==> config.mk <==
export PLATFORM = sky130hd
export DESIGN_NAME = lineFill
export DESIGN_NICKNAME = d
export VERILOG_FILES = /design/src/hw/dcachePkg.sv /design/src/hw/lineFill.sv
export SDC_FILE = /design/constraint.sdc
export NUM_CORES = 1
export LEC_CHECK = 0
export BUFFER_PORTS_ARGS = -buffer_cell sky130_fd_sc_hd__buf_2
export CAP_MARGIN = 20
export CORE_MARGIN = 2
export CORE_UTILIZATION = 47
export CTS_CLUSTER_SIZE = 8
export DETAILED_ROUTE_END_ITERATION = 10
export PLACE_DENSITY = 0.84
export SYNTH_ARGS = -nofsm -noshare
export SYNTH_HDL_FRONTEND = slang
export SYNTH_SLANG_ARGS = --single-unit
==> constraint.sdc <==
create_clock -name clk -period 2.2 [get_ports clk]
set_input_delay 0.66 -clock clk [delete_from_list [all_inputs] [get_ports clk]]
set_output_delay 0.66 -clock clk [all_outputs]
set_load 0.005 [all_outputs]
==> src/hw/dcachePkg.sv <==
`default_nettype none

package dcachePkg;

  // request side widths
  localparam int AddrW = 32;
  localparam int XLen = 64;
  localparam int WordBytes = XLen / 8;

  // line geometry, 4 words of 64 bits
  localparam int LineWords = 4;
  localparam int LineBytes = LineWords * WordBytes;
  localparam int OffsetW = 5;
  localparam int ByteSelW = 3;
  localparam int WordSelW = OffsetW - ByteSelW;

  typedef logic [AddrW-1:0] addrT;
  typedef logic [XLen-1:0] wordT;
  typedef logic [WordBytes-1:0] maskT;

  // word view for refill and read select, byte view for masked stores
  typedef union packed {
    wordT [LineWords-1:0] words;
    logic [LineBytes-1:0][7:0] bytes;
  } lineT;

  typedef enum logic [2:0] {
    Idle,
    Lookup,
    WriteBack,
    RefillReq,
    Refill,
    Install
  } ctrlStateT;

endpackage

`default_nettype wire

==> src/hw/lineFill.sv <==
`timescale 1ns/1ps
`default_nettype none

module lineFill import dcachePkg::*; (
  input  logic clk,
  input  logic rst_n,
  input  logic beatValid_i,
  input  logic beatLast_i,
  input  wordT beat_i,
  output lineT line_o,
  output logic lineDone_o
);

  logic [$clog2(LineWords)-1:0] beatCnt;
  lineT fillBuf;

  // beat position inside the line
  always_ff @(posedge clk or negedge rst_n) begin
    if (!rst_n) begin
      beatCnt <= '0;
    end else if (beatValid_i) begin
      if (beatLast_i) begin
        beatCnt <= '0;
      end else begin
        beatCnt <= beatCnt + 1'b1;
      end
    end
  end

  always_ff @(posedge clk) begin
    if (beatValid_i) begin
      fillBuf.words[beatCnt] <= beat_i;
    end
  end

  assign line_o = fillBuf;
  assign lineDone_o = beatValid_i && beatLast_i;

  // last flag only on the fourth beat, and always on it
  assert property (@(posedge clk) disable iff (!rst_n)
    beatValid_i |-> (beatLast_i == (beatCnt == LineWords - 1)))
    else $error("refill last flag out of step with beat count %0d", beatCnt);

endmodule

`default_nettype wire

==> results of run 1 <==
[per-stage QoR]
stage	utilization [%]	power [mW]	cells	hold slack (ns)	instance area, um2
floorplan	-	6.046	273	0.3644	7856
global route	66.35	11.74	878	0.3700	10930
global placement	59.96	6.449	823	0.4456	9873
finish	66.35	11.40	878	0.3864	10930
CTS	66.35	11.51	878	0.3625	10930
detailed placement	59.96	6.487	823	0.4515	9873
[worst register-to-register path: stages, from the launching register on]
cell and delay (ns):
sky130_fd_sc_hd__dfrtp_1 0.41, sky130_fd_sc_hd__inv_1 0.11, sky130_fd_sc_hd__ha_1 0.14, sky130_fd_sc_hd__and2_2 0.16
sky130_fd_sc_hd__buf_12 0.32
[cell usage after synthesis, drive strengths merged]
cell type / number / share of area, %
and2: 5 / 0.48
dfrtp: 2 / 0.64
edfxtp: 256 / 98
ha: 4 / 0.64
inv: 2 / 0.096
nand2: 1 / 0.048
o21ai: 1 / 0.064
o22ai: 1 / 0.080
or3b: 1 / 0.11
[power by group through the flow]
stage	combinational (mW)	clock [mW]	sequential (mW)
floorplan	0.117	0	5.93
CTS	0.603	5.10	5.81
detailed placement	0.597	0	5.89
global route	0.646	5.27	5.82
global placement	0.568	0	5.88
finish	0.591	5.00	5.80
[sequential cells by signal (all words and copies together), names as in the netlist]
name / count
line_o: 256
beatCnt: 2
[path summary, 6_finish.rpt]
check                      cells after the start     endpoint   startpoint  slack, ns
setup / recovery                               3   lineDone_o  beatValid_i       0.43
hold / removal                                 1  line_o[117]   beat_i[53]       0.39
setup reg to reg                               4  line_o[143]   beatCnt[0]       0.64
hold reg to reg                                2   beatCnt[0]   beatCnt[0]       0.64
max in group asynchronous                      2   beatCnt[1]        rst_n       1.60
min in group asynchronous                      2   beatCnt[0]        rst_n       0.49
[routing by layer]
layer / GRT usage (%) / vias up / share of wire (%)
met5: 0 / - / 0
li1: - / 1849 / -
met1: 21.47 / 2013 / 35
met3: 5.784 / 63 / 8.8
met2: 31.64 / 261 / 51
met4: 9.811 / 0 / 4.3
[cell families after synthesis]
family / synth area share (%)
buf+inv: 0.09559
simple gates: 0.6371
fa+ha+maj: 0.6371
flops: 98.49
compound gates: 0.1433
[timing repair]
item | 4_1_cts | 5_1_grt
gates resized for setup | 0 | 0
setup buffers | 0 | 0
hold buffers | 1 | 0
endpoints found under the hold margin | 2 | 0
endpoints found under the setup margin | 0 | 0
[layout make-up]
type                    count  area, um2
flip-flops and latches    258       7737
clock inverters             2      17.52
repair buffers            331       1752
clock buffers              52       1025
multi-input cells          13      111.4
fillers                  1085       5540
inverters                   2      7.507
well taps                 220      275.3
==> results.cfg, run 1 <==
[yosys]
synth-warning-count = 0
synth_seq_area_share_pct = 98.49
synth_seq_cells = 258
synth_cells = 273
post_syn_nets = 345
mappedNetlistArea_um2 = 7856
syn_area_per_cell_um2 = 28.78
netlist-cell-type-count = 9

[clock_tree]
cts.sink_count = 258
cts_tree = built
cts_made_buffers = 38
clock-root-buffer = sky130_fd_sc_hd__clkbuf_16
clk-insertion-delay-late_ns = 0.49
cts_buffer_depth = 3
cts.reportedPaths.clkPinSlew_ns = 0.05
cts_h_tree_depth = 2

[sta]
timing_worst_slew_pin_value_ns = 0.4087
setup_total_negative_slack_ns = 0
layout_setup_ws_ns = 0.4289
period_minus_slack_ns = 1.771
rsz_0062_raised_after_global_routing = no
highest_achievable_clock_rate_mhz = 564.6
maximum_clock_skew_at_final_layout_ns = 0.01461
finalSetupViolations = 0
min_period_over_period_pct = 80.51
final-max-slew-violation-count = 0
hold_viol_final = 0
max_slew_margin_pct = 72.75

[worst_setup_path]
critPathMaxStageDelay_ns = 0.18
critical-path-top-delay-family = buffers and inverters
timing.critical_path.cells = buf_2, and2_2, buf_2
path_buf_inv = 2
criticalPathCategory = in -> out
kind_of_launch_point_of_the_worst_setup_path = primary input
cp-end-kind = output pin
critPathMostFrequentCell = sky130_fd_sc_hd__buf_2
crit_path_max_fanout = 9
critical_path_arrival_ns = 1.11
crit_required_ns = 1.54
cp_slowest_cell = sky130_fd_sc_hd__and2_2

[finish]
nets = 716
highest_count_cells_in_the_layout_ignoring_fill_and_taps = 324 x sky130_fd_sc_hd__buf_2, 256 x sky130_fd_sc_hd__edfxtp_1, 39 x sky130_fd_sc_hd__clkbuf_16, 13 x sky130_fd_sc_hd__clkbuf_1, 6 x sky130_fd_sc_hd__buf_12
antennaDiodeCount = 0
fraction_of_layout_cells_with_a_size_suffix_above_1_pct = 57.14
syn2layout_area_growth_pct = 39.07
commonest_non_fill_non_tap_cell_in_the_layout = sky130_fd_sc_hd__buf_2

[global_route]
globalRouteTotalUtil_pct = 18.68
number_of_antenna_violations_at_the_first_check_in_global_routing = 1
grt_max_degree = 65
grt_pass1_vias = 4359
grt_first_pass_wirelength_um = 24980
grt.overflow.total = 0

[power_and_ir_drop]
switching_share_pct = 19.71
power.share.clock_pct = 43.9
seqPwrFrac_pct = 50.9
p_per_area_nw_per_um2 = 1043
p_int_mw = 9.151
power.switching_mw = 2.247
irDropWorstVdd_mv = 0.8786
total_leakage_power_nw = 4.273
power_frac_comb_pct = 5.2

[route]
initialDrtViolationCount = 238
dr_total_vias = 4186
wire_per_inst_um = 19.30
drt-vias-per-instance = 4.768
drt-total-wl_um = 16940
drt.antenna.violating_nets = 0
drc = 0
drt_pre_antenna_iters = 5

[die]
top_level_ports = 325
die_ht_um = 133.3
number_of_placement_rows = 47
die-width_um = 133.3
start_util_pct = 47.71
die-area_um2 = 17770
core-area_um2 = 16470

[placement]
gp_congestion = 0.7159
port-buffer-count = 324
place_ws_ns = 0.4372
hpwlAfterDp_um = 10890

[status]
run_status = finished, final reports clean

[job]
cap_viol_max_count = 0

[hold_path]
hp-class = in -> reg
(Power assumes the default switching activity.)
==> run 2, diff against run 1 <==
CORE_UTILIZATION = 43   (was 47)
PLACE_DENSITY = 0.82   (was 0.84)
clock period = 1.5 ns   (was 2.2 ns; I/O delays follow)
==> run 2 against run 1 <==
  * The flow now finishes with violations (negative setup slack)
  * Sequential power grew 47%
  * Utilization fell by 5.1 points
  * Worst setup slack worse by 0.44 ns
  * Critical path type is now reg -> out
  * Count of clock-buffer cells in the layout shrank 4
  * Final area increased by 0.76%
  * Largest power group unchanged
  * Cell count rose by 0.80%
  * Total power up 48%
  * Sequential share of layout area down 0.53 points
  * Combinational power is 50% higher
  * Clock skew decreased by 0.0075 ns
==> results.cfg, run 2 (synthesized netlist as in run 1, its figures left out) <==
[status]
run_status = finished with violations
violations = negative setup slack

[die]
start_util_pct = 43.73
die-area_um2 = 19370
die-width_um = 139.2
number_of_placement_rows = 49
core-area_um2 = 17960
die_ht_um = 139.2
top_level_ports = 325

[global_route]
gr-usage-met2_pct = 28.34
grt_pass1_vias = 4375
grt_first_pass_wirelength_um = 25720
groute.layer.met3.usage_pct = 6.595
use_met1_pct = 21.03
number_of_antenna_violations_at_the_first_check_in_global_routing = 1
globalRouteTotalUtil_pct = 17.32
globalRoute.busiestLayer = met2
grt_max_degree = 35
grt.overflow.total = 0

[worst_setup_path]
timing.critical_path.cells = buf_2
crit_required_ns = 1.05
kind_of_launch_point_of_the_worst_setup_path = register
path_buf_inv = 1
cp-end-kind = output pin
rrSetupSlack_ns = 0.10
critical-path-top-delay-family = flip-flops
cp_slowest_cell = sky130_fd_sc_hd__edfxtp_1
r2r_end = line_o[133]
critical_path_launch_point = line_o[112]
critical_path_depth = 1
reg2reg_from = beatCnt[0]
timing.critical_path.to = line_o[112]
worstRegToRegCells = 4
criticalPathCategory = reg -> out
critical_path_arrival_ns = 1.06
crit_path_max_fanout = 1
critPathMaxStageDelay_ns = 0.42

[sta]
max_slew_margin_pct = 85.77
layout_setup_ws_ns = -0.007520
min_period_over_period_pct = 100.5
fin_worst_hold_slack_ns = 0.1773
hold_viol_final = 0
period_minus_slack_ns = 1.508
maximum_clock_skew_at_final_layout_ns = 0.007139
finalSetupViolations = 1
rsz_0062_raised_after_global_routing = yes
highest_achievable_clock_rate_mhz = 663.3
timing_worst_slew_pin_value_ns = 0.2134
final-max-slew-violation-count = 0

[finish]
syn2layout_area_growth_pct = 40.12
layout.core_utilization_pct = 61.28
highest_count_cells_in_the_layout_ignoring_fill_and_taps = 324 x sky130_fd_sc_hd__buf_2, 256 x sky130_fd_sc_hd__edfxtp_1, 41 x sky130_fd_sc_hd__clkbuf_16, 8 x sky130_fd_sc_hd__buf_12, 7 x sky130_fd_sc_hd__clkbuf_1
antennaDiodeCount = 0
largest_register_ff_count = 256
commonest_non_fill_non_tap_cell_in_the_layout = sky130_fd_sc_hd__buf_2
fraction_of_layout_cells_with_a_size_suffix_above_1_pct = 58.23
nets = 719

[clock_tree]
cts_tree = built
clk-insertion-delay-late_ns = 0.48
clock-root-buffer = sky130_fd_sc_hd__clkbuf_16
cts_h_tree_depth = 2
postCtsResizedCells = 0
cts_buffer_depth = 3
cts.sink_count = 258
cts.reportedPaths.clkPinSlew_ns = 0.04
cts_made_buffers = 38

[route]
drt.antenna.violating_nets = 0
dr_total_vias = 4208
drt_pre_antenna_iters = 4
wire_per_inst_um = 19.35
drt-total-wl_um = 17120
drt-vias-per-instance = 4.755
drc = 0
initialDrtViolationCount = 286

[hold_path]
hold_path_startpoint = beatLast_i
hp-class = in -> reg
holdPathStages = 2

[job]
cap_viol_max_count = 0

[power_and_ir_drop]
total_power_mw = 16.85
total_leakage_power_nw = 4.312
p_per_area_nw_per_um2 = 1531
power_frac_comb_pct = 5.3
irDropWorstVdd_mv = 0.9465
seqPwrFrac_pct = 50.6
power.switching_mw = 3.260
power.share.clock_pct = 44.1
p_int_mw = 13.59
switching_share_pct = 19.35

[placement]
hpwlAfterDp_um = 11460
port-buffer-count = 324
gp_congestion = 0.7677
==> run 2: how the worst min path moves through the flow <==
stage / to / slack (ns)
6_report: beatCnt[1] / 0.18
3_5_place_dp: beatCnt[1] / 0.24
5_1_grt: line_o[34] / 0.17
2_1_floorplan: beatCnt[0] / 0.15
3_3_place_gp: beatCnt[1] / 0.24
4_1_cts: line_o[35] / 0.16
==> run 2: final cells by class <==
type	count	area, um2
tap	229	286.5
timing repair buffer	334	1799
inverter	2	7.507
multi-input combinational	13	116.4
clock inverter	1	8.758
sequential	258	7737
clock buffer	48	1052
fill	1270	6955
==> run 2: power groups by stage <==
stage / registers (mW) / clock network, mW / logic (mW)
6_report: 8.53 / 7.43 / 0.888
5_1_grt: 8.55 / 7.94 / 0.970
4_1_cts: 8.53 / 7.58 / 0.906
3_5_place_dp: 8.65 / 0 / 0.903
3_3_place_gp: 8.64 / 0 / 0.860
2_1_floorplan: 8.69 / 0 / 0.179
==> run 2: what timing repair did <==
action / 4_1_cts / 5_1_grt
endpoints found under the setup margin: 2 / 23
buffers inserted: 0 / 0
pin swaps: 0 / 0
endpoints found under the hold margin: 2 / 0
cloned: 0 / 0
hold buffers: 1 / 0
==> run 2: layer usage <==
layer  wire length (um)  vias up
li1                   -     1848
met1               6620     2046
met2               8390      270
met3               1603       42
met4                494        2
met5                 13        -
==> run 2: worst register-to-register path, stage by stage (launching register included) <==
cell                      delay (ns)
sky130_fd_sc_hd__dfrtp_1        0.43
sky130_fd_sc_hd__inv_2          0.09
sky130_fd_sc_hd__ha_1           0.15
sky130_fd_sc_hd__and2_4         0.17
sky130_fd_sc_hd__buf_12         0.22
==> run 2: metrics by stage <==
stage	TNS (ns)	area (um2)	cells	setup slack, ns
2_1_floorplan	-1.356	7861	273	-0.01062
3_3_place_gp	0	9937	835	0.1573
3_5_place_dp	0	9937	835	0.1128
4_1_cts	-0.05472	11010	885	-0.04823
5_1_grt	-0.2383	11010	885	-0.05024
6_report	-0.007520	11010	885	-0.007520
==> run 3, diff against run 2 <==
ABC_AREA = 1   (was default)
ABC_CLOCK_PERIOD_IN_PS = 1500   (was default)
==> run 3 against run 2 <==
  * The flow now finishes without violations
  * Non-clock buffer count is 4 higher
  * Worst setup slack better by 0.021 ns
  * Total power is 0.44% higher
  * First-iteration DRC count is 13% higher
  * Combinational power is 7.3% higher
  * Utilization is 0.77 points higher
  * Via count is 2.0% higher
  * Worst hold slack worse by 0.0014 ns
  * Final area is 1.2% higher
  * Die area is 0.20% higher
  * Sequential power hardly changed
  * Routed wire length is 5.9% higher
  * Largest cell class unchanged
  * Highest routed layer is now met4
==> results.cfg, run 3 <==
[yosys]
ys_async_sr_fraction_pct = 0.7752
post_syn_nets = 356
syn_area_per_cell_um2 = 27.72
post_synth_main_area_contributors = sky130_fd_sc_hd__edfxtp_1 98%, sky130_fd_sc_hd__dfrtp_1 0.64%, sky130_fd_sc_hd__ha_1 0.64%
synth_seq_cells = 258
yosys.area.top_type = sky130_fd_sc_hd__edfxtp_1
synth_seq_area_share_pct = 98.28
post_synth_most_frequent_cells = 256 x sky130_fd_sc_hd__edfxtp_1, 10 x sky130_fd_sc_hd__nand2_1, 8 x sky130_fd_sc_hd__inv_1
synth-warning-count = 0
synth_top_area_share_pct = 97.65
mappedNetlistArea_um2 = 7873
yosys.cell_count.top_type = sky130_fd_sc_hd__edfxtp_1
synthFlopType = sky130_fd_sc_hd__edfxtp_1
synth-edff-count = 256
synth_cells = 284
netlist-cell-type-count = 9

[finish]
nets = 733
commonest_non_fill_non_tap_cell_in_the_layout = sky130_fd_sc_hd__buf_2
layout.core_utilization_pct = 62.05
layout.cell_area.non_filler_um2 = 11150
largest_register_ff_count = 256
highest_count_cells_in_the_layout_ignoring_fill_and_taps = 324 x sky130_fd_sc_hd__buf_2, 256 x sky130_fd_sc_hd__edfxtp_1, 44 x sky130_fd_sc_hd__clkbuf_16, 8 x sky130_fd_sc_hd__buf_12, 6 x sky130_fd_sc_hd__nand2_1
fraction_of_layout_cells_with_a_size_suffix_above_1_pct = 58.83
syn2layout_area_growth_pct = 41.58

[sta]
min_period_over_period_pct = 99.08
fin_worst_hold_slack_ns = 0.1759
timing_worst_slew_pin_value_ns = 0.2214
finalSetupViolations = 0
max_slew_margin_pct = 85.24
period_minus_slack_ns = 1.486
final-max-slew-violation-count = 0
hold_viol_final = 0
highest_achievable_clock_rate_mhz = 672.8
maximum_clock_skew_at_final_layout_ns = 0.009728
rsz_0062_raised_after_global_routing = yes

[die]
die-area_um2 = 19410
top_level_ports = 325
core-area_um2 = 17960
start_util_pct = 43.83
die_ht_um = 139.3
die-width_um = 139.3
number_of_placement_rows = 49

[route]
met1_length_um = 6887
initialDrtViolationCount = 322
detailroute.wirelength.met3_um = 1625
drt.antenna.violating_nets = 0
drc = 0
dr_total_vias = 4291
top_layer = met4
wire_per_inst_um = 20.18
drt_pre_antenna_iters = 4
drt-vias-per-instance = 4.773
drt-total-wl_um = 18140
route.met2.wl_um = 9230

[job]
cap_viol_max_count = 0

[worst_setup_path]
crit_path_max_fanout = 1
cp_slowest_cell = sky130_fd_sc_hd__edfxtp_1
critical_path_arrival_ns = 1.04
cp-end-kind = output pin
crit_required_ns = 1.05
critical-path-top-delay-family = flip-flops
criticalPathCategory = reg -> out
path_buf_inv = 1
timing.critical_path.cells = buf_2
critPathMaxStageDelay_ns = 0.40
kind_of_launch_point_of_the_worst_setup_path = register

[clock_tree]
cts_tree = built
cts.sink_count = 258
clock-root-buffer = sky130_fd_sc_hd__clkbuf_16
cts_buffer_depth = 3
clk-insertion-delay-late_ns = 0.49
cts_made_buffers = 38
cts.reportedPaths.clkPinSlew_ns = 0.05
cts_h_tree_depth = 2

[placement]
hpwlAfterDp_um = 11980
gp_congestion = 0.7766
port-buffer-count = 324
postPlaceCellArea_um2 = 9966

[global_route]
number_of_antenna_violations_at_the_first_check_in_global_routing = 2
grt_max_degree = 38
globalRouteTotalUtil_pct = 17.57
grt_first_pass_wirelength_um = 26150
grt_pass1_vias = 4444
grt.overflow.total = 0

[status]
run_status = finished, final reports clean

[hold_path]
hp-class = in -> reg

[power_and_ir_drop]
irDropWorstVdd_mv = 1.162
p_per_area_nw_per_um2 = 1518
total_leakage_power_nw = 4.366
-- run 3: per-stage QoR --
step	setup WS [ns]	power (mW)	TNS [ns]	instances
after detailed placement	0.06471	9.561	0	844
after global placement	0.08735	9.510	0	844
after global routing	-0.02355	17.46	-0.1590	898
after floorplan	-0.4938	8.890	-125.59	284
final	0.01375	16.92	0	899
after CTS	-0.01282	17.04	-0.02233	892
-- run 3: cells by family (layout without fill, tap and decap cells) --
| logic type | Yosys count | after routing | share of synthesized area [%] |
|---|---|---|---|
| fa+ha+maj | 4 | 4 | 0.6358 |
| buf+inv | 10 | 394 | 0.4926 |
| flops | 258 | 258 | 98.28 |
| other cells | 0 | 2 | 0 |
| simple gates | 12 | 12 | 0.5880 |
-- run 3: layout make-up --
type                            count  area, um2
Inverter                            9      48.80
Antenna cell                        2      5.005
Clock buffer                       46       1045
Sequential cell                   258       7739
Multi-Input combinational cell     16      111.4
Fill cell                        1281       6818
Tap cell                          229      286.5
Timing Repair Buffer              338       1902
Clock inverter                      1      8.758
-- run 3: power breakdown --
part           internal [mW]  leakage [nW]  switching [mW]
Combinational          0.395          1.48           0.558
Clock                   4.79         0.515            2.65
Sequential              8.42          2.38           0.111
Total                   13.6          4.37            3.32
-- run 3: final timing paths --
check	start	endpoint	slack (ns)	cells after the start
worst min register to register	beatCnt[0]	beatCnt[0]	0.56	2
min in group asynchronous	rst_n	beatCnt[0]	0.30	2
max in group asynchronous	rst_n	beatCnt[0]	1.09	2
worst max register to register	beatCnt[1]	line_o[100]	0.06	6
worst max-delay path	line_o[236]	line_o[236]	0.01	1
worst min-delay path	beat_i[43]	line_o[107]	0.18	1
-- run 3: worst register-to-register path: cells and delay by family, from the launching register on --
family	cells	cell delay (ns)
fa+ha+maj	1	0.19
buf+inv	4	0.50
flops	1	0.42
simple gates	1	0.08
-- run 3: layer usage --
layer / vias to the layer above / track usage (%)
met5: - / 0
met4: 0 / 6.539
met3: 32 / 6.366
met2: 255 / 29.62
met1: 2127 / 20.85
li1: 1877 / -
-- run 3: repair_timing --
item,CTS,global route
hold endpoints to repair,2,0
cloned,0,3
hold buffers,1,0
setup buffers,0,2
gates resized for setup,0,3
setup endpoints to repair,3,77
