<file path="src/hw/dcachePkg.sv">
`default_nettype none

package dcachePkg;

  // request side widths
  localparam int AddrW = 32;
  localparam int XLen = 64;
  localparam int WordBytes = XLen / 8;

  // line geometry, 4 words of 64 bits
  localparam int LineWords = 4;
  localparam int LineBytes = LineWords * WordBytes;
  localparam int OffsetW = 5;
  localparam int ByteSelW = 3;
  localparam int WordSelW = OffsetW - ByteSelW;

  typedef logic [AddrW-1:0] addrT;
  typedef logic [XLen-1:0] wordT;
  typedef logic [WordBytes-1:0] maskT;

  // word view for refill and read select, byte view for masked stores
  typedef union packed {
    wordT [LineWords-1:0] words;
    logic [LineBytes-1:0][7:0] bytes;
  } lineT;

  typedef enum logic [2:0] {
    Idle,
    Lookup,
    WriteBack,
    RefillReq,
    Refill,
    Install
  } ctrlStateT;

endpackage

`default_nettype wire

</file>
<file path="src/hw/lookupIf.sv">
`timescale 1ns/1ps
`default_nettype none

interface lookupIf import dcachePkg::*; #(
  parameter int NumSets = 64
);

  localparam int IndexW = $clog2(NumSets);
  localparam int TagW = AddrW - IndexW - OffsetW;

  // driven by the controller
  logic [IndexW-1:0] index;
  logic [TagW-1:0] tag;
  logic install;
  logic markDirty;
  logic wayIn;

  // lookup result from the tag store
  logic hit;
  logic hitWay;
  logic victimWay;
  logic victimDirty;
  logic [TagW-1:0] victimTag;

  modport ctrl (
    output index, tag, install, markDirty, wayIn,
    input hit, hitWay, victimWay, victimDirty, victimTag
  );

  modport store (
    input index, tag, install, markDirty, wayIn,
    output hit, hitWay, victimWay, victimDirty, victimTag
  );

endinterface

`default_nettype wire

</file>
<file path="src/hw/cacheCtrl.sv">
`timescale 1ns/1ps
`default_nettype none

module cacheCtrl import dcachePkg::*; #(
  parameter int NumSets = 64,
  localparam int IndexW = $clog2(NumSets)
) (
  input  logic              clk,
  input  logic              rst_n,
  // front port
  input  logic              reqValid_i,
  output logic              reqReady_o,
  input  logic              reqWrite_i,
  input  addrT              reqAddr_i,
  input  wordT              reqWdata_i,
  input  maskT              reqWmask_i,
  output logic              respValid_o,
  // tag store
  lookupIf.ctrl             lk,
  // data store
  output logic              dataWe_o,
  output logic              dataWay_o,
  output logic [IndexW-1:0] dataIndex_o,
  output logic [WordSelW-1:0] dataOffset_o,
  output lineT              dataLine_o,
  output logic [LineBytes-1:0] dataBe_o,
  input  lineT              rdLine_i,
  // refill buffer
  input  logic              lineDone_i,
  input  lineT              fillLine_i,
  // memory bus
  output logic              memRdValid_o,
  output addrT              memRdAddr_o,
  input  logic              memRdReady_i,
  output logic              memWrValid_o,
  output addrT              memWrAddr_o,
  output lineT              memWrData_o,
  input  logic              memWrReady_i
);

  localparam int TagW = AddrW - IndexW - OffsetW;

  ctrlStateT state, stateNext;
  addrT addrQ;
  logic writeQ;
  wordT wdataQ;
  maskT wmaskQ;
  logic [WordSelW-1:0] wordSel;
  logic storeHit;
  lineT storeLine;
  logic [LineBytes-1:0] storeBe;

  // request latch, one request in flight
  always_ff @(posedge clk or negedge rst_n) begin
    if (!rst_n) begin
      addrQ <= '0;
      writeQ <= 1'b0;
      wdataQ <= '0;
      wmaskQ <= '0;
    end else if (reqValid_i && reqReady_o) begin
      addrQ <= reqAddr_i;
      writeQ <= reqWrite_i;
      wdataQ <= reqWdata_i;
      wmaskQ <= reqWmask_i;
    end
  end

  always_ff @(posedge clk or negedge rst_n) begin
    if (!rst_n) begin
      state <= Idle;
    end else begin
      state <= stateNext;
    end
  end

  always_comb begin
    stateNext = state;
    case (state)
      Idle: begin
        if (reqValid_i) begin
          stateNext = Lookup;
        end
      end
      Lookup: begin
        if (lk.hit) begin
          stateNext = Idle;
        end else if (lk.victimDirty) begin
          stateNext = WriteBack;
        end else begin
          stateNext = RefillReq;
        end
      end
      WriteBack: begin
        if (memWrReady_i) begin
          stateNext = RefillReq;
        end
      end
      RefillReq: begin
        if (memRdReady_i) begin
          stateNext = Refill;
        end
      end
      Refill: begin
        if (lineDone_i) begin
          stateNext = Install;
        end
      end
      Install: stateNext = Lookup;
      default: stateNext = Idle;
    endcase
  end

  assign wordSel = addrQ[ByteSelW +: WordSelW];

  // place store word and mask at their word slot in the line
  always_comb begin
    storeLine = '0;
    storeBe = '0;
    for (int b = 0; b < WordBytes; b++) begin
      storeLine.bytes[wordSel * WordBytes + b] = wdataQ[8 * b +: 8];
      storeBe[wordSel * WordBytes + b] = wmaskQ[b];
    end
  end

  assign lk.index = addrQ[OffsetW +: IndexW];
  assign lk.tag = addrQ[AddrW-1 -: TagW];

  assign storeHit = (state == Lookup) && lk.hit && writeQ;
  assign lk.markDirty = storeHit;
  assign lk.install = (state == Install);

  // hit way while looking up, victim way otherwise
  assign dataWay_o = (state == Lookup) ? lk.hitWay : lk.victimWay;
  assign lk.wayIn = dataWay_o;

  assign dataWe_o = storeHit || (state == Install);
  assign dataIndex_o = lk.index;
  assign dataOffset_o = wordSel;
  assign dataLine_o = (state == Install) ? fillLine_i : storeLine;
  assign dataBe_o = (state == Install) ? '1 : storeBe;

  assign reqReady_o = (state == Idle);
  assign respValid_o = (state == Lookup) && lk.hit;

  assign memRdValid_o = (state == RefillReq);
  assign memRdAddr_o = {addrQ[AddrW-1:OffsetW], {OffsetW{1'b0}}};

  // victim line address rebuilt from its stored tag
  assign memWrValid_o = (state == WriteBack);
  assign memWrAddr_o = {lk.victimTag, lk.index, {OffsetW{1'b0}}};
  assign memWrData_o = rdLine_i;

  assert property (@(posedge clk) disable iff (!rst_n)
    !(memRdValid_o && memWrValid_o))
    else $error("read and write bus requests raised together");

  // a freshly installed line must hit on the following lookup
  assert property (@(posedge clk) disable iff (!rst_n)
    (state == Install) |=> lk.hit)
    else $error("lookup after install did not hit");

endmodule

`default_nettype wire

</file>
<file path="src/flat_wrapper.sv">
// flat-port wrapper written by rule: the top's interface ports become plain ports
module cacheCtrl_flat import dcachePkg::*;
#(
  parameter int NumSets = 64,
  localparam int IndexW = $clog2(NumSets)
)
  (clk, rst_n, reqValid_i, reqReady_o, reqWrite_i, reqAddr_i, reqWdata_i, reqWmask_i, respValid_o, dataWe_o, dataWay_o, dataIndex_o, dataOffset_o, dataLine_o, dataBe_o, rdLine_i, lineDone_i, fillLine_i, memRdValid_o, memRdAddr_o, memRdReady_i, memWrValid_o, memWrAddr_o, memWrData_o, memWrReady_i, lk_index, lk_tag, lk_install, lk_markDirty, lk_wayIn, lk_hit, lk_hitWay, lk_victimWay, lk_victimDirty, lk_victimTag);
  lookupIf #(.NumSets(NumSets)) lk_i ();
  input  logic clk;
  input  logic rst_n;
  input  logic reqValid_i;
  output logic reqReady_o;
  input  logic reqWrite_i;
  input  addrT reqAddr_i;
  input  wordT reqWdata_i;
  input  maskT reqWmask_i;
  output logic respValid_o;
  output logic dataWe_o;
  output logic dataWay_o;
  output logic [IndexW-1:0] dataIndex_o;
  output logic [WordSelW-1:0] dataOffset_o;
  output lineT dataLine_o;
  output logic [LineBytes-1:0] dataBe_o;
  input  lineT rdLine_i;
  input  logic lineDone_i;
  input  lineT fillLine_i;
  output logic memRdValid_o;
  output addrT memRdAddr_o;
  input  logic memRdReady_i;
  output logic memWrValid_o;
  output addrT memWrAddr_o;
  output lineT memWrData_o;
  input  logic memWrReady_i;
  output wire logic [$bits(lk_i.index)-1:0] lk_index;
  output wire logic [$bits(lk_i.tag)-1:0] lk_tag;
  output wire logic [$bits(lk_i.install)-1:0] lk_install;
  output wire logic [$bits(lk_i.markDirty)-1:0] lk_markDirty;
  output wire logic [$bits(lk_i.wayIn)-1:0] lk_wayIn;
  input wire logic [$bits(lk_i.hit)-1:0] lk_hit;
  input wire logic [$bits(lk_i.hitWay)-1:0] lk_hitWay;
  input wire logic [$bits(lk_i.victimWay)-1:0] lk_victimWay;
  input wire logic [$bits(lk_i.victimDirty)-1:0] lk_victimDirty;
  input wire logic [$bits(lk_i.victimTag)-1:0] lk_victimTag;
  assign lk_index = lk_i.index;
  assign lk_tag = lk_i.tag;
  assign lk_install = lk_i.install;
  assign lk_markDirty = lk_i.markDirty;
  assign lk_wayIn = lk_i.wayIn;
  assign lk_i.hit = lk_hit;
  assign lk_i.hitWay = lk_hitWay;
  assign lk_i.victimWay = lk_victimWay;
  assign lk_i.victimDirty = lk_victimDirty;
  assign lk_i.victimTag = lk_victimTag;
  cacheCtrl #(.NumSets(NumSets)) u_core (.clk(clk), .rst_n(rst_n), .reqValid_i(reqValid_i), .reqReady_o(reqReady_o), .reqWrite_i(reqWrite_i), .reqAddr_i(reqAddr_i), .reqWdata_i(reqWdata_i), .reqWmask_i(reqWmask_i), .respValid_o(respValid_o), .lk(lk_i), .dataWe_o(dataWe_o), .dataWay_o(dataWay_o), .dataIndex_o(dataIndex_o), .dataOffset_o(dataOffset_o), .dataLine_o(dataLine_o), .dataBe_o(dataBe_o), .rdLine_i(rdLine_i), .lineDone_i(lineDone_i), .fillLine_i(fillLine_i), .memRdValid_o(memRdValid_o), .memRdAddr_o(memRdAddr_o), .memRdReady_i(memRdReady_i), .memWrValid_o(memWrValid_o), .memWrAddr_o(memWrAddr_o), .memWrData_o(memWrData_o), .memWrReady_i(memWrReady_i));
endmodule
</file>
<file path="config.mk">
export PLATFORM = sky130hd
export DESIGN_NAME = cacheCtrl_flat
export DESIGN_NICKNAME = d
export VERILOG_FILES = /design/src/hw/dcachePkg.sv /design/src/hw/lookupIf.sv /design/src/hw/cacheCtrl.sv /design/src/flat_wrapper.sv
export SDC_FILE = /design/constraint.sdc
export NUM_CORES = 1
export LEC_CHECK = 0
export BUFFER_PORTS_ARGS = -buffer_cell sky130_fd_sc_hd__buf_4
export CAP_MARGIN = 20
export CORE_AREA = 3 3 512 514
export CTS_CLUSTER_SIZE = 10
export DETAILED_ROUTE_END_ITERATION = 6
export DIE_AREA = 0 0 515 517
export PLACE_DENSITY = 0.3
export SLEW_MARGIN = 0
export SYNTH_ARGS = -nofsm -noshare
export SYNTH_HDL_FRONTEND = slang
export SYNTH_SLANG_ARGS = --single-unit
</file>
<file path="constraint.sdc">
create_clock -name clk -period 1.9 [get_ports clk]
set_clock_uncertainty 0.2 [all_clocks]
set_input_delay 0.475 -clock clk [delete_from_list [all_inputs] [get_ports clk]]
set_output_delay 0.475 -clock clk [all_outputs]
set_load 0.05 [all_outputs]
</file>
==> results of run 1 <==
registers in the layout, summed over array words and instances, names as in the netlist:
register and flops:
u_core.writeQ 1, u_core.addrQ 29, u_core.wmaskQ 8, u_core.state 3, u_core.wdataQ 64
worst min-delay path by stage:
stage | cells past startpoint | to
detailed placement | 1 | u_core.wdataQ[11]
global route | 2 | u_core.wdataQ[35]
finish | 2 | u_core.wdataQ[39]
CTS | 2 | u_core.wdataQ[39]
global placement | 1 | u_core.wdataQ[11]
floorplan | 0 | u_core.addrQ[10]
area by class of cell:
type / count / area (sq um) / share of cell area [%]
inverters: 2 / 33.8 / 0.104
clock inverters: 7 / 88.8 / 0.275
flip-flops and latches: 105 / 2630 / 8.14
repair buffers: 1093 / 10800 / 33.5
diodes: 14 / 35.0 / 0.108
clock buffers: 9 / 225 / 0.696
multi-input cells: 970 / 14200 / 44.0
repair inverters: 1 / 30.0 / 0.0929
well taps: 3384 / 4230 / 13.1
cell families (layout without fill, tap and decap cells):
group	Yosys count	in the layout	share of synthesized area [%]
DFF	105	105	24.6
and+or+nand+nor	848	848	33.2
other	1	24	0.0351
muxes	104	104	11.0
AOI/OAI and AO/OA	8	8	0.527
buffers and inverters	434	1112	30.7
worst reg2reg max path: cells and delay by family (launching register included):
family                 cells  cell delay [ps]
buffers and inverters      3              530
flip-flops                 1              390
multiplexers               1              490
AND/OR/NAND/NOR            2              530
metrics by stage:
stage / cells / instance area (sq um) / total power (uW) / worst slack [ps]
5_1_grt: 5577 / 32300 / 57200 / -1050
3_5_place_dp: 5448 / 29500 / 50500 / -623
2_1_floorplan: 1509 / 21000 / 38300 / -630
4_1_cts: 5565 / 31600 / 54900 / -1030
3_3_place_gp: 5448 / 29500 / 50600 / -642
6_report: 5585 / 32300 / 54200 / -912
layer usage:
metal / share of wire (%) / wire length, microns / global-route usage [%] / vias to the layer above
li1: - / - / - / 5933
met1: 37 / 37500 / 8.14 / 5964
met2: 50 / 49600 / 12.5 / 721
met3: 9.4 / 9470 / 3.04 / 159
met4: 3.1 / 3140 / 2.57 / 36
met5: 0.46 / 466 / 0.739 / -
where the power goes:
part | total [uW] | internal (uW) | switching [uW]
registers | 6080 | 3380 | 2710
clock network | 2300 | 962 | 1340
logic | 45800 | 17300 | 28400
cells in the final DEF (no fill, tap or decap), types with 14 or more instances in the layout:
| cell type | Yosys | routed |
|---|---|---|
| buf_4 | 345 | 727 |
| nand2_8 | 0 | 343 |
| nand3_4 | 0 | 194 |
| nand2_4 | 0 | 124 |
| buf_6 | 31 | 108 |
| buf_12 | 0 | 104 |
| dfrtp_1 | 105 | 103 |
| dlygate4sd3_1 | 0 | 87 |
| nand2_2 | 0 | 82 |
| mux2_1 | 80 | 80 |
| buf_8 | 9 | 51 |
| nand3_2 | 0 | 47 |
| nand2_1 | 577 | 28 |
| mux2_2 | 23 | 23 |
| nand3_1 | 256 | 15 |
| diode_2 | 0 | 14 |
repair_timing:
| action | 4_1_cts | 5_1_grt |
|---|---|---|
| hold buffers | 87 | 0 |
| hold endpoints to repair | 107 | 0 |
| resized for setup | 173 | 145 |
| gates cloned | 3 | 3 |
| pin swaps | 1 | 7 |
| setup buffers | 11 | 3 |
| setup endpoints to repair | 452 | 445 |
==> metrics, run 1 <==
Vias 12,800; Reg clk slew, reported paths 90 ps; vias in the first global route 14,400; clock latency on the worst-skew pair 430 ps; Die W 515 microns; FMAX 356 MHz; Lkg Pwr 0.0125 uW; Post-DP HPWL 88,400 microns; delay-heaviest family, CP buffers and inverters; gr ovfl total 0; Synth async-reset ratio 100%; Rows 186; RePlAce Congestion 0.716; max incr delay on CP 410 ps; fin crit period 2810 ps; initial core utilization 4.15%; Rel. slew slack 54.9%; crit-path max FO 13; Levels on crit path 8; Setup crit start u_core.state[2]; final setup vio count 414; number of DRC markers in iteration 0 265; Max Cap Viol 0; layout cell share with drive strength beyond 1 84.5%; register area share after synthesis 24.6%; Synth Flop Type dfrtp_1; count leader, synth nand2_1; Final nets 2,830; Power Dens Cells 1670 nW/um^2; fin crit share 148%; Routed WL 100,000 microns; setup ws final -912 ps; Worst R2R Path Depth 6; number of distinct library cells after synthesis 32; Hold Vio Cnt, Final 0; Reg2Reg Capture Point u_core.wmaskQ[7]; run status finished with violations; first-pass GRT wire length 132,000 microns; CP endpoint dataLine_o[253]; I/O pin count 1,300; EDFF count, synth 0; Synth Cell Area 10,700 sq um; IO Port Bufs 732; Worst EP arrival 2140 ps; CP most frequent cell buf_12; CTS Buf Count 9; Clock Sink Count 105; worst-case clock buffer depth 2; DR pass1 iterations 4; largest area contributor in the netlist dfrtp_1; R2R Path Start u_core.state[1]; r2r setup slk -330 ps; CTS tree done; worst min path class in -> reg; Root Driver clkbuf_16; worst-margin pin slew 676 ps; Worst Min Path Start reqWdata_i[39]; #FFs+latches synth 105; WL per Instance 17.9 microns; Peak VDD IR 795 uV; critical path class reg -> out; Post-synth top cells 577 x nand2_1, 345 x buf_4, 256 x nand3_1; Yosys warnings 0; die height 517 microns; pin count of the biggest net entering global routing 39; Synth area leaders dfrtp_1 25%, buf_4 24%, nand2_1 20%, nand3_1 12%, mux2_1 8.4%; Critical Path RT 1220 ps; number of remaining DRC errors 0; area share of the largest cell type after synthesis 24.6%; htree depth 3; Worst setup EP type output pin; Overall Global Routing Usage 7.36%; Hold WS 68.8 ps; drt via density 2.29; initial antenna violation count 49; CP max-delay cell dfrtp_1; Die ar. 266,000 sq um; cells along the critical path nand3b_1, buf_12, buf_16, buf_12, buf_4, nand3_4, nand2_8, buf_6; final setup TNS -270,530 ps; Syn Area/Cell 7.12 sq um; violated checks setup timing; P&R area growth vs syn 203%; Slew Limit Fails 0; post-synthesis instance total 1,500; Setup crit start kind register; unrepaired setup endpoints after global routing yes; fill cell instance count of the final layout 29,200; Worst Path Buf+Inv 5; core footprint 257,000 sq um; Core Util, Final 12.6%; Post-DRT Antenna Nets 0
(Power assumes the default switching activity.)
==> run 2, diff against run 1 <==
--- a/config.mk
+++ b/config.mk
@@ -5,14 +5,14 @@
 export SDC_FILE = /design/constraint.sdc
 export NUM_CORES = 1
 export LEC_CHECK = 0
-export BUFFER_PORTS_ARGS = -buffer_cell sky130_fd_sc_hd__buf_4
 export CAP_MARGIN = 20
-export CORE_AREA = 3 3 512 514
+export CORE_AREA = 3 3 507 509
 export CTS_CLUSTER_SIZE = 10
 export DETAILED_ROUTE_END_ITERATION = 6
-export DIE_AREA = 0 0 515 517
+export DIE_AREA = 0 0 510 512
+export DONT_BUFFER_PORTS = 1
 export PLACE_DENSITY = 0.3
-export SLEW_MARGIN = 0
+export SLEW_MARGIN = 30
 export SYNTH_ARGS = -nofsm -noshare
 export SYNTH_HDL_FRONTEND = slang
 export SYNTH_SLANG_ARGS = --single-unit
==> run 2 against run 1 <==
Against the previous run:
- the flow finishes with violations (hold timing, setup timing)
- register-to-register slack improved by 130 ps
- worst setup slack gained 76 ps
- sequential share of layout area grew 1.3 points
- non-clock buffer count is 633 lower
- wire length fell by 1.6%
- sequential power barely moved
- global-route usage fell by 0.28 points
- clock power hardly changed
- hold slack got worse by 560 ps
- combinational power is 8.3% lower
- largest power group unchanged
- first-iteration DRC count is 18% higher
- clock-buffer cell count stayed put
==> metrics, run 2 (same netlist as run 1, synthesis figures left out) <==
run status finished with violations; violated checks hold timing, setup timing; Hold Vio Cnt, Final 105; final setup vio count 396; overall power 50,400 uW; Rel. slew slack 59.8%; fin crit share 144%; setup ws final -836 ps; Die W 510 microns; Post-DP HPWL 82,500 microns; CTS Buf Count 9; worst min path class in -> async; Hold WS -489 ps; number of remaining DRC errors 0; R2R Path Start u_core.state[1]; gr ovfl total 0; Peak VDD IR 628 uV; Setup crit start u_core.state[1]; biggest regs u_core.wdataQ (64), u_core.addrQ (29), u_core.wmaskQ (8); commonest non-fill, non-tap cell in the layout nand2_8; Slew Limit Fails 0; number of DRC markers in iteration 0 313; cells along the critical path nand3b_1, buf_12, buf_12, buf_12, buf_4, nand3_4, nand2_8; Routed WL 98,600 microns; WL met3 8770 microns; initial core utilization 4.21%; Worst setup EP type output pin; fin crit period 2740 ps; DR pass1 iterations 6; Critical Path RT 1220 ps; first-pass GRT wire length 121,000 microns; htree depth 3; met2 routed wirelength 49,400 microns; CP most frequent cell buf_12; Overall Global Routing Usage 7.07%; Worst Path Buf+Inv 4; Reg clk slew, reported paths 100 ps; Levels on crit path 7; P&R area growth vs syn 161%; IO Port Bufs 0; Hold-fix buffers, CTS 104; max incr delay on CP 400 ps; Final Non-Filler Cells 4,944; worst-case clock buffer depth 2; Setup crit start kind register; CP max-delay cell dfrtp_1; Clock Sink Count 105; I/O pin count 1,300; Top reg by flops u_core.wdataQ; unrepaired setup endpoints after global routing yes; delay-heaviest family, CP buffers and inverters; highest routed layer met5; Max Cap Viol 0; Final nets 2,198; crit-path max FO 21; die height 512 microns; Worst EP arrival 2060 ps; Rows 185; Post-DRT Antenna Nets 0; pin count of the biggest net entering global routing 106; max reg flops 64; initial antenna violation count 67; Worst R2R Path Depth 6; most frequent cells in the layout 353 x nand2_8, 208 x nand3_4, 139 x buf_4; Post-Place Cells 4,718; layout cell share with drive strength beyond 1 78.1%; core footprint 253,000 sq um; clock latency on the worst-skew pair 450 ps; CTS tree done; critical path class reg -> out; RePlAce Congestion 0.686; Vias 10,500; Root Driver clkbuf_16; FMAX 366 MHz; Power Dens Cells 1810 nW/um^2; final setup TNS -230,710 ps; Metal-1 WL 36,600 microns; WL per Instance 20.0 microns; worst-margin pin slew 604 ps; Lkg Pwr 0.00931 uW; drt via density 2.13; vias in the first global route 11,500; Die ar. 261,000 sq um
## run 2: stage by stage
| stage | utilization, % | instance area (sq um) | hold WS (ps) | setup slack (ps) |
|---|---|---|---|---|
| floorplan | - | 21000 | -20.6 | -630 |
| global placement | 9.59 | 24300 | -10.9 | -529 |
| detailed placement | 9.59 | 24300 | -9.66 | -508 |
| CTS | 10.4 | 26500 | -568 | -950 |
| global route | 11.0 | 27900 | -567 | -976 |
| finish | 11.0 | 27900 | -489 | -836 |
## run 2: worst paths after layout
path	slack, ps	end
min in group clk	150	u_core.state[0]
worst min register to register	320	u_core.writeQ
worst max-delay path	-840	dataLine_o[251]
max in group asynchronous	1610	u_core.wdataQ[28]
worst min-delay path	-490	u_core.wmaskQ[5]
worst max register to register	-200	u_core.addrQ[7]
## run 2: repair_timing
item | CTS | global route
setup buffers | 22 | 35
gates cloned | 5 | 21
pin swaps | 26 | 64
setup endpoints to repair | 415 | 413
resized for setup | 106 | 115
hold endpoints to repair | 210 | 105
## run 2: worst reg2reg max path: stages (launching register included)
cell and delay [ps]:
dfrtp_1 400, buf_4 190, nor3_4 240, and2_4 240, buf_12 180, buf_12 210
mux2_1 350
## run 2: cell type report
class	instances	area, sq um
fillers	28800	226000
clock buffers	9	225
inverters	2	33.8
diodes	23	57.6
flip-flops and latches	105	2640
clock inverters	7	68.8
repair buffers	460	6220
well taps	3366	4210
repair inverters	2	46.3
multi-input cells	970	14400
## run 2: layer usage
layer  up-vias  track usage, %
met3       178            2.84
met5         -               0
met4        34            3.02
li1       4675               -
met1      4986            7.77
met2       665            12.0
## run 2: power by group
| group | total [uW] | leakage (uW) | switching [uW] | internal [uW] |
|---|---|---|---|---|
| Sequential | 6090 | 0.00123 | 2710 | 3380 |
| Clock | 2270 | 0.000147 | 1330 | 939 |
| Combinational | 42000 | 0.00793 | 27800 | 14200 |
==> run 3, diff against run 2 <==
--- a/config.mk
+++ b/config.mk
@@ -11,7 +11,7 @@
 export DETAILED_ROUTE_END_ITERATION = 6
 export DIE_AREA = 0 0 510 512
 export DONT_BUFFER_PORTS = 1
-export PLACE_DENSITY = 0.3
+export PLACE_DENSITY_LB_ADDON = 0.15
 export SLEW_MARGIN = 30
 export SYNTH_ARGS = -nofsm -noshare
 export SYNTH_HDL_FRONTEND = slang
==> run 3 against run 2 <==
Against the previous run:
- clock power rose by 4%
- via count rose by 4.0%
- worst setup slack got worse by 87 ps
- the run still ends with hold timing, setup timing left
- largest power group unchanged
- die area did not move
==> metrics, run 3 (same netlist as run 1, synthesis figures left out) <==
cells along the critical path nand3b_1, buf_12, buf_16, buf_12, clkinv_16, buf_12, buf_12, nand2_4, nand2_8; Hold-fix buffers, CTS 104; CP most frequent cell buf_12; CTS tree done; initial core utilization 4.21%; Top reg by flops u_core.wdataQ; Clock Sink Count 105; RePlAce Congestion 0.711; CP max-delay cell dfrtp_1; Setup crit start u_core.state[1]; crit-path max FO 7; Reg clk slew, reported paths 100 ps; clock latency on the worst-skew pair 460 ps; layout cell share with drive strength beyond 1 79.5%; Worst Path Buf+Inv 6; drt via density 2.19; Power Dens Cells 1790 nW/um^2; Peak VDD IR 654 uV; number of remaining DRC errors 0; max reg flops 64; Final nets 2,259; core footprint 253,000 sq um; Rel. slew slack 57.7%; first-pass GRT wire length 125,000 microns; vias in the first global route 12,300; Die W 510 microns; Slew Limit Fails 0; IO Port Bufs 0; Routed WL 102,000 microns; run status finished with violations; Rows 185; htree depth 3; commonest non-fill, non-tap cell in the layout nand2_8; Core Util, Final 11.7%; fin crit period 2820 ps; worst-case clock buffer depth 2; Setup crit start kind register; number of DRC markers in iteration 0 238; Hold Vio Cnt, Final 105; I/O pin count 1,300; Hold WS -496 ps; Vias 11,000; DR pass1 iterations 4; Setup WS pre-CTS -552 ps; Worst EP arrival 2150 ps; Post-DP HPWL 76,900 microns; final setup vio count 401; Worst setup EP type output pin; Post-DRT Antenna Nets 0; placed cell area 24,300 sq um; WL per Instance 20.3 microns; delay-heaviest family, CP buffers and inverters; Post-Place Cells 4,720; R2R Path Start u_core.state[0]; setup ws final -923 ps; max incr delay on CP 390 ps; P&R area growth vs syn 177%; initial antenna violation count 42; CTS Buf Count 9; worst min path class in -> async; worst-margin pin slew 634 ps; gr ovfl total 0; Die ar. 261,000 sq um; Final Non-Filler Cells 5,003; die height 512 microns; unrepaired setup endpoints after global routing yes; fin crit share 149%; final setup TNS -267,250 ps; critical path class reg -> out; r2r setup slk -320 ps; biggest regs u_core.wdataQ (64), u_core.addrQ (29), u_core.wmaskQ (8); Lkg Pwr 0.0102 uW; Critical Path RT 1220 ps; most frequent cells in the layout 364 x nand2_8, 205 x nand3_4, 133 x nand2_4, 133 x buf_12, 110 x buf_4; design area 29,600 sq um; Overall Global Routing Usage 7.24%; pin count of the biggest net entering global routing 106; Max Cap Viol 0; FMAX 354 MHz; Root Driver clkbuf_16; violated checks hold timing, setup timing
-- run 3: routing by layer --
metal	vias up	global-route usage (%)	part of all wire, %
met3	189	2.67	8.1
li1	4804	-	-
met1	5275	8.17	39
met5	-	0	0.21
met4	32	2.93	3.7
met2	663	12.2	49
-- run 3: final timing paths --
check | end | cells after the start
min in group clk | u_core.state[0] | 3
max in group asynchronous | u_core.wdataQ[53] | 0
setup reg to reg | u_core.wdataQ[60] | 8
setup / recovery | dataLine_o[28] | 9
hold / removal | u_core.wdataQ[12] | 0
hold reg to reg | u_core.writeQ | 1
-- run 3: final cells by class --
cell class / count / area (sq um)
repair inverters: 3 / 90.1
inverters: 2 / 33.8
flip-flops and latches: 105 / 2640
fillers: 28600 / 224000
multi-input cells: 970 / 14700
repair buffers: 520 / 7570
clock inverters: 6 / 57.6
clock buffers: 10 / 239
diodes: 21 / 52.6
well taps: 3366 / 4210
-- run 3: report_power, final --
group          leakage (uW)  switching [uW]  internal [uW]
registers           0.00123            3000           3380
clock network      0.000148            1390            968
logic               0.00881           28600          15700
-- run 3: stage by stage --
stage,hold WS (ps),power (uW)
2_1_floorplan,-20.6,38300
3_3_place_gp,-7.53,45800
3_5_place_dp,-8.65,45700
4_1_cts,-586,52100
5_1_grt,-576,55800
6_report,-496,53000
-- run 3: what timing repair did --
action,4_1_cts,5_1_grt
endpoints found under the hold margin,210,105
setup buffers,68,37
cloned,27,18
pin swaps,140,117
setup endpoints to repair,422,420
resized for setup,216,177
